===== src/logic/piano_pkg.sv =====
`default_nettype none

package piano_pkg;

    localparam int NUM_VOICES = 3;

    localparam int SAMPLE_W = 8;
    typedef logic [SAMPLE_W-1:0] sample_t;

    localparam int COUNT_W = 2;
    typedef logic [COUNT_W-1:0] count_t;

    // frame layout: note i at [8i +: 8], count at [24 +: 2], top bits unused
    localparam int FRAME_W = 32;
    localparam logic [FRAME_W-1:0] SYNC_WORD = 32'h0000_ffff;
    localparam int COUNT_LSB = 24;

    localparam int GAIN_W = 7;
    typedef logic [GAIN_W-1:0] gain_t;

    localparam int ENV_STEPS = 16;
    localparam gain_t ENV_GAIN [ENV_STEPS] = '{
        7'd24, 7'd56, 7'd96,                   // rise
        7'd127,                                // peak
        7'd112, 7'd100, 7'd90, 7'd80, 7'd70,   // decay
        7'd60, 7'd50, 7'd40, 7'd30, 7'd20, 7'd10,
        7'd4
    };

    typedef enum logic {RX_HUNT, RX_FRAME} rx_state_t;

    typedef enum logic [1:0] {ENV_IDLE, ENV_RUN, ENV_DONE} env_state_t;

    typedef enum logic [1:0] {DAC_SHIFT, DAC_LOAD, DAC_LATCH, DAC_GAP} dac_state_t;

endpackage

`default_nettype wire

===== src/logic/voice_level_if.sv =====
`timescale 1ns/100ps
`default_nettype none

interface voice_level_if;
    import piano_pkg::*;

    sample_t level [NUM_VOICES];
    logic    done  [NUM_VOICES];  // envelope finished, voice no longer counts

    modport voice (output level, output done);
    modport mix   (input level, input done);

endinterface

`default_nettype wire


===== src/logic/note_frame_if.sv =====
`timescale 1ns/100ps
`default_nettype none

interface note_frame_if;
    import piano_pkg::*;

    sample_t note [NUM_VOICES];  // held until the next frame
    count_t  notes_count;

    modport rx    (output note, output notes_count);
    modport voice (input note, input notes_count);

endinterface

`default_nettype wire


===== src/logic/piano_synth.sv =====
`timescale 1ns/100ps
`default_nettype none

module piano_synth #(
    parameter int STEP_CYCLES   = 2500000,
    parameter int BIT_CYCLES    = 40,
    parameter int STROBE_CYCLES = 40
) (
    input  logic clk,
    input  logic arst_n,
    input  logic sck,
    input  logic sdi,
    output logic dclk,
    output logic data,
    output logic load,
    output logic ldac
);
    import piano_pkg::*;

    sample_t mix_sample;

    note_frame_if  u_frame_if ();
    voice_level_if u_level_if ();

    spi_frame_receiver u_rx (
        .clk    (clk),
        .arst_n (arst_n),
        .sck    (sck),
        .sdi    (sdi),
        .frame  (u_frame_if.rx)
    );

    // one envelope per note slot
    for (genvar i = 0; i < NUM_VOICES; i++)
    begin : g_voice
        voice_envelope #(
            .STEP_CYCLES (STEP_CYCLES)
        ) u_voice (
            .clk    (clk),
            .arst_n (arst_n),
            .note   (u_frame_if.note[i]),
            .level  (u_level_if.level[i]),
            .done   (u_level_if.done[i])
        );
    end

    voice_mixer u_mixer (
        .clk    (clk),
        .arst_n (arst_n),
        .frame  (u_frame_if.voice),
        .levels (u_level_if.mix),
        .sample (mix_sample)
    );

    dac_serializer #(
        .BIT_CYCLES    (BIT_CYCLES),
        .STROBE_CYCLES (STROBE_CYCLES)
    ) u_dac (
        .clk    (clk),
        .arst_n (arst_n),
        .sample (mix_sample),
        .dclk   (dclk),
        .data   (data),
        .load   (load),
        .ldac   (ldac)
    );

endmodule

`default_nettype wire


===== src/logic/dac_serializer.sv =====
`timescale 1ns/100ps
`default_nettype none

module dac_serializer #(
    parameter int BIT_CYCLES    = 40,
    parameter int STROBE_CYCLES = 40
) (
    input  logic               clk,
    input  logic               arst_n,
    input  piano_pkg::sample_t sample,
    output logic               dclk,
    output logic               data,
    output logic               load,
    output logic               ldac
);
    import piano_pkg::*;

    localparam int MAX_CYC = (BIT_CYCLES > STROBE_CYCLES) ? BIT_CYCLES : STROBE_CYCLES;
    localparam int CNT_W   = (MAX_CYC > 1) ? $clog2(MAX_CYC) : 1;
    localparam int HALF    = BIT_CYCLES / 2;
    localparam int BIT_W   = $clog2(SAMPLE_W);

    dac_state_t       state;
    logic [CNT_W-1:0] cyc_cnt;
    logic [BIT_W-1:0] bit_cnt;
    sample_t          shreg;
    logic             period_end;

    always_comb
    begin
        case (state)
            DAC_SHIFT, DAC_GAP: period_end = (cyc_cnt == CNT_W'(BIT_CYCLES - 1));
            default:            period_end = (cyc_cnt == CNT_W'(STROBE_CYCLES - 1));
        endcase
    end

    always_ff @(posedge clk or negedge arst_n)
    begin
        if (!arst_n)
        begin
            state   <= DAC_SHIFT;
            cyc_cnt <= '0;
            bit_cnt <= '0;
        end
        else if (!period_end)
        begin
            cyc_cnt <= cyc_cnt + 1'b1;
        end
        else
        begin
            cyc_cnt <= '0;
            case (state)
                DAC_SHIFT:
                begin
                    bit_cnt <= bit_cnt + 1'b1;
                    if (bit_cnt == BIT_W'(SAMPLE_W - 1))
                        state <= DAC_LOAD;
                end
                DAC_LOAD:  state <= DAC_LATCH;
                DAC_LATCH: state <= DAC_GAP;
                default:   state <= DAC_SHIFT;
            endcase
        end
    end

    // outputs are registered, so the whole pattern trails the counters by one clock
    always_ff @(posedge clk or negedge arst_n)
    begin
        if (!arst_n)
        begin
            shreg <= '0;
            dclk  <= 1'b0;
            data  <= 1'b0;
            load  <= 1'b1;
            ldac  <= 1'b1;
        end
        else
        begin
            dclk <= (state == DAC_SHIFT) && (cyc_cnt >= CNT_W'(HALF));  // second half of bit
            load <= (state != DAC_LOAD);
            ldac <= (state != DAC_LATCH);
            if (state == DAC_SHIFT)
            begin
                if (cyc_cnt == '0)
                begin
                    if (bit_cnt == '0)
                        {data, shreg} <= {sample, 1'b0};  // grab a fresh sample, msb out
                    else
                        {data, shreg} <= {shreg, 1'b0};
                end
            end
            else
            begin
                data <= 1'b0;
            end
        end
    end

endmodule

`default_nettype wire


===== src/logic/voice_mixer.sv =====
`timescale 1ns/100ps
`default_nettype none

module voice_mixer (
    input  logic               clk,
    input  logic               arst_n,
    note_frame_if.voice        frame,
    voice_level_if.mix         levels,
    output piano_pkg::sample_t sample
);
    import piano_pkg::*;

    localparam int SUM_W = SAMPLE_W + 2;

    count_t           done_cnt;
    count_t           active;
    logic [SUM_W-1:0] sum;
    logic [SUM_W-1:0] third;
    sample_t          mixed;

    always_comb
    begin
        done_cnt = '0;
        sum      = '0;
        for (int i = 0; i < NUM_VOICES; i++)
        begin
            done_cnt = done_cnt + count_t'(levels.done[i]);
            sum      = sum + SUM_W'(levels.level[i]);
        end
        // finished voices drop out of the struck count
        active = (frame.notes_count > done_cnt) ? frame.notes_count - done_cnt : '0;
        third  = (sum >> 2) + (sum >> 4) + (sum >> 6) + (sum >> 8);  // roughly sum / 3
        case (active)
            2'd0:    mixed = '0;
            2'd1:    mixed = sum[SAMPLE_W-1:0];
            2'd2:    mixed = sum[SAMPLE_W:1];
            default: mixed = third[SAMPLE_W-1:0];
        endcase
    end

    always_ff @(posedge clk or negedge arst_n)
    begin
        if (!arst_n)
            sample <= '0;
        else
            sample <= mixed;
    end

endmodule

`default_nettype wire


===== src/logic/voice_envelope.sv =====
`timescale 1ns/100ps
`default_nettype none

module voice_envelope #(
    parameter int STEP_CYCLES = 2500000
) (
    input  logic               clk,
    input  logic               arst_n,
    input  piano_pkg::sample_t note,
    output piano_pkg::sample_t level,
    output logic               done
);
    import piano_pkg::*;

    localparam int CYC_W  = (STEP_CYCLES > 1) ? $clog2(STEP_CYCLES) : 1;
    localparam int STEP_W = $clog2(ENV_STEPS);

    env_state_t                 state;
    logic [CYC_W-1:0]           cyc_cnt;
    logic [STEP_W-1:0]          step;
    gain_t                      gain;
    logic [SAMPLE_W+GAIN_W-1:0] product;

    assign gain    = ENV_GAIN[step];
    assign product = note * gain;

    always_ff @(posedge clk or negedge arst_n)
    begin
        if (!arst_n)
        begin
            state   <= ENV_IDLE;
            step    <= '0;
            cyc_cnt <= '0;
        end
        else if (note == '0)
        begin
            // key released, rearm from any state
            state   <= ENV_IDLE;
            step    <= '0;
            cyc_cnt <= '0;
        end
        else
        begin
            case (state)
                ENV_IDLE:
                    state <= ENV_RUN;
                ENV_RUN:
                    if (cyc_cnt == CYC_W'(STEP_CYCLES - 1))
                    begin
                        cyc_cnt <= '0;
                        if (step == STEP_W'(ENV_STEPS - 1))
                            state <= ENV_DONE;
                        else
                            step <= step + 1'b1;
                    end
                    else
                    begin
                        cyc_cnt <= cyc_cnt + 1'b1;
                    end
                default:
                    state <= ENV_DONE;  // stays silent until the note clears
            endcase
        end
    end

    always_ff @(posedge clk or negedge arst_n)
    begin
        if (!arst_n)
        begin
            level <= '0;
            done  <= 1'b0;
        end
        else
        begin
            level <= (state == ENV_RUN) ? product[GAIN_W +: SAMPLE_W] : '0;
            done  <= (state == ENV_DONE) && (note != '0);
        end
    end

endmodule

`default_nettype wire


===== src/logic/spi_frame_receiver.sv =====
`timescale 1ns/100ps
`default_nettype none

module spi_frame_receiver (
    input  logic     clk,
    input  logic     arst_n,
    input  logic     sck,
    input  logic     sdi,
    note_frame_if.rx frame
);
    import piano_pkg::*;

    localparam int CNT_W = $clog2(FRAME_W);

    logic [2:0]         sck_sync;  // two sync stages plus edge history
    logic [1:0]         sdi_sync;
    logic               sck_rise;
    logic [FRAME_W-1:0] shift_reg;
    logic               shifted;
    logic               frame_full;
    logic [CNT_W-1:0]   bit_cnt;
    rx_state_t          state;

    assign sck_rise = sck_sync[1] & ~sck_sync[2];

    always_ff @(posedge clk or negedge arst_n)
    begin
        if (!arst_n)
        begin
            sck_sync  <= '0;
            sdi_sync  <= '0;
            shift_reg <= '0;
            shifted   <= 1'b0;
        end
        else
        begin
            sck_sync <= {sck_sync[1:0], sck};
            sdi_sync <= {sdi_sync[0], sdi};
            shifted  <= sck_rise;
            if (sck_rise)
                shift_reg <= {shift_reg[FRAME_W-2:0], sdi_sync[1]};  // msb first
        end
    end

    always_ff @(posedge clk or negedge arst_n)
    begin
        if (!arst_n)
        begin
            state      <= RX_HUNT;
            bit_cnt    <= '0;
            frame_full <= 1'b0;
        end
        else
        begin
            frame_full <= 1'b0;
            case (state)
                RX_HUNT:
                    if (shifted && shift_reg == SYNC_WORD)
                    begin
                        state   <= RX_FRAME;
                        bit_cnt <= '0;
                    end
                default:
                    if (sck_rise)
                    begin
                        bit_cnt    <= bit_cnt + 1'b1;  // wraps back to zero on the last bit
                        frame_full <= (bit_cnt == CNT_W'(FRAME_W - 1));
                    end
            endcase
        end
    end

    // split the finished frame into its fields
    always_ff @(posedge clk or negedge arst_n)
    begin
        if (!arst_n)
        begin
            frame.note        <= '{default: '0};
            frame.notes_count <= '0;
        end
        else if (frame_full)
        begin
            for (int i = 0; i < NUM_VOICES; i++)
                frame.note[i] <= shift_reg[i*SAMPLE_W +: SAMPLE_W];
            frame.notes_count <= shift_reg[COUNT_LSB +: COUNT_W];
        end
    end

endmodule

`default_nettype wire


===== config.mk =====
export PLATFORM = sky130hd
export DESIGN_NAME = piano_synth
export DESIGN_NICKNAME = d
export VERILOG_FILES = /design/src/logic/piano_pkg.sv /design/src/logic/voice_level_if.sv /design/src/logic/note_frame_if.sv /design/src/logic/piano_synth.sv /design/src/logic/dac_serializer.sv /design/src/logic/voice_mixer.sv /design/src/logic/voice_envelope.sv /design/src/logic/spi_frame_receiver.sv
export SDC_FILE = /design/constraint.sdc
export NUM_CORES = 1
export LEC_CHECK = 0
export BUFFER_PORTS_ARGS = -buffer_cell sky130_fd_sc_hd__buf_2
export CORE_UTILIZATION = 35
export CTS_CLUSTER_DIAMETER = 150
export DETAILED_ROUTE_END_ITERATION = 16
export PLACE_DENSITY = 0.58
export SYNTH_ARGS = -nofsm -noshare
export SYNTH_HDL_FRONTEND = slang
export SYNTH_SLANG_ARGS = --single-unit
export TNS_END_PERCENT = 30

===== constraint.sdc =====
create_clock -name clk -period 7.3 [get_ports clk]
set_input_delay 0.365 -clock clk [delete_from_list [all_inputs] [get_ports clk]]
set_output_delay 0.365 -clock clk [all_outputs]
set_load 0.02 [all_outputs]

==> flow_summary.ini <==
[critical_path]
crit_buf_inv = 3
worstSetupPathType = flop to flop
timing.rr.start = g_voice[1].u_voice.step[0]
worstPathRequired_ns = 7.77
startpoint = g_voice[1].u_voice.step[0]
crit_chain = inv_1, ha_1, o311ai_1, and2_1, fa_1, fa_1, fa_1, inv_1, fa_1, inv_1, ha_1, a21oi_1, nor3b_1, a211oi_1, a21boi_0, o21a_1, nor3_1
start_kind = flop
reg2reg_slack_ns = 1.81
crit_fanout = 8
cp_top_family = adder cells
max_stage_delay_ns = 0.80
cp.depth = 17
arrival_ns = 5.96
cp_common_cell = fa_1
reg2reg_to = g_voice[1].u_voice.level[6]
reg2reg_depth = 17
crit_slowest_cell = o311ai_1
cp-end-kind = flop
crit_path_end = g_voice[1].u_voice.level[6]

[synth]
synth_nets = 2015
ys_seq_area_share_pct = 32.81
synth_top_area_cell = dfrtp_1
synth_seq_cells = 212
synth_edf_count = 0
syn_area_per_cell_um2 = 9.212
synth_cell_types = 59
ys_async_sr_fraction_pct = 100.0
synthFlopType = dfrtp_1
netlist.area_leader.share_pct = 32.49
yosysWarningCount = 0
synth_area_leaders = dfrtp_1 (32%), ha_1 (13%), fa_1 (11%)
syn_area_mm2 = 0.01618
synthCells = 1756

[hold_path]
hold_start = u_rx.sck_sync[0]
holdCritPathClass = flop to flop

[power_and_ir_drop]
p_leak_nw = 8.690
cellPowerDensity_mw_per_mm2 = 145.0
peakVddDrop_v = 0.0001654

[cells_and_area]
fillerInstances = 4552
most-common-layout-cells = nand2_1 (262), dfrtp_1 (210), ha_1 (163), inv_1 (155), o21ai_0 (124)
fin_util_pct = 39.11
area_growth_pct = 9.955
fin_nets = 2014
largest_reg_flops = 66
num_antenna_cells = 0
drive_gt1_share_pct = 5.859
fin_cells = 2375
layout_commonest_cell = nand2_1

[place]
dpl_worst_slack_ns = 1.464
portBuffers = 7
hpwl_um = 25100
place_congestion = 0.8533
dp_cells = 2324

[routing]
drc_errors = 0
wl_um = 34040
via_per_inst = 5.129
drt_pass1_iterations = 5
route.vias.total = 12181
drtAntennaViolNets = 0
dr.first_iter.drc_count = 677
avgRoutedWirePerCell_um = 14.33

[grt]
grt_pass1_vias = 12300
grt_pass1_wl_um = 59220
grt_max_degree = 104
grt_usage_pct = 14.97
antenna_found_initial = 0
overflow = 0

[clock_network]
h-tree-depth = 1
cts_buffers = 26
clock_latency_ns = 0.55
cts_tree = yes
cts_max_path_buffers = 3
cts-root-buf = clkbuf_16
cts.clk_slew.worst_paths_ns = 0.07
clock_sinks = 212

[floorplan]
die_y_um = 217.0
row_count = 78
core-area_mm2 = 0.04548
die_width_um = 217.0
start_util_pct = 35.57
dieArea_mm2 = 0.04708
io_pins = 8

[sta]
period_share_pct = 75.21
tightest_slew_ns = 1.188
timing.fmax_mhz = 182.1
hold_viol_final = 0
maxSlewViolCount = 0
finalClockSkew_ns = 0.02316
max_slew_margin_pct = 20.51
setup_violations = 0
fin_hold_ws_ns = 0.3469
setup_tns_ns = 0
setup_ws_ns = 1.809
period_needed_ns = 5.491
rsz0062_at_grt = false

[run_status]
status = finished, final reports clean

[flow_run]
maxCapViolCount = 0
per-stage QoR:
stage,total power [mW],cell area (µm²)
3_3_place_gp,1.286,16870
5_1_grt,2.678,17790
6_report,2.578,17790
2_1_floorplan,1.248,16180
4_1_cts,2.625,17790
3_5_place_dp,1.288,16870
what timing repair did:
item	CTS	global route
hold buffers	3	0
gates resized for setup	0	0
endpoints found under the hold margin	101	0
buffers inserted	0	0
worst min path at each step:
stage | to | cells after the start
2_1_floorplan | g_voice[0].u_voice.cyc_cnt[0] | 0
3_3_place_gp | u_rx.sdi_sync[1] | 0
3_5_place_dp | u_rx.sck_sync[1] | 0
4_1_cts | u_rx.sck_sync[1] | 0
5_1_grt | u_rx.sck_sync[1] | 0
6_report | u_rx.sck_sync[1] | 0
report_power, final:
part	total (mW)	internal (mW)	switching (mW)	leakage, nW
registers	1.22	1.19	0.0207	2.92
clock network	1.31	0.776	0.538	0.439
logic	0.0496	0.0116	0.0381	5.33
cell usage after synthesis, types with 5 or more instances:
cell type,count
xor2_1,17
a21o_1,10
and2_1,107
a31oi_1,16
o211ai_1,7
inv_1,155
nor3_1,41
a221oi_1,7
fa_1,92
mux2_2,26
nand2b_1,15
nand4_1,20
dfrtp_1,210
or4_1,11
o41ai_1,6
o21ai_0,124
mux2i_1,13
and3_1,22
a211oi_1,8
o21a_1,11
o31ai_1,22
or3_1,6
nor3b_1,5
clkbuf_1,44
nand2_1,262
buf_1,6
nor4_1,10
nor2b_1,24
ha_1,163
nand3_1,40
a21oi_1,67
nor2_1,81
and4_1,13
xnor2_1,35
nor4b_1,7
layout make-up:
| type | count | area [µm²] | area share (%) |
|---|---|---|---|
| clock buffer | 33 | 758.2 | 4.263 |
| clock inverter | 15 | 131.4 | 0.7387 |
| inverter | 155 | 581.8 | 3.271 |
| multi-input combinational | 1339 | 10100 | 56.78 |
| sequential | 212 | 5308 | 29.84 |
| tap | 600 | 750.7 | 4.221 |
| timing repair buffer | 21 | 157.7 | 0.8864 |
per-layer routing:
layer  global-route usage, %  vias to the layer above  part of all wire [%]
met2                   25.94                      131                    49
met3                   1.649                       40                   2.2
met1                   19.98                     5992                    47
met5                       0                        -                     0
li1                        -                     6018                     -
met4                   3.380                        0                   1.8
worst register-to-register path: stages (launching register included):
cell and delay, ns:
dfrtp_1 0.42, inv_1 0.15, ha_1 0.26, o311ai_1 0.80, and2_1 0.27, fa_1 0.41
fa_1 0.48, fa_1 0.54, inv_1 0.05, fa_1 0.53, inv_1 0.04, ha_1 0.35
a21oi_1 0.16, nor3b_1 0.06, a211oi_1 0.33, a21boi_0 0.21, o21a_1 0.23, nor3_1 0.11
cell families (layout without fill, tap and decap cells):
group | Yosys count | count (layout) | synth area share [%]
and+or+nand+nor | 682 | 682 | 21.09
AOI/OAI and AO/OA | 308 | 308 | 11.49
adders and majority gates | 255 | 255 | 23.99
DFF | 212 | 212 | 32.81
buffers and inverters | 205 | 224 | 4.757
xor gates and xnor gates | 52 | 52 | 2.816
muxes | 42 | 42 | 3.032
Note: power is estimated with default switching activity, not from simulation.
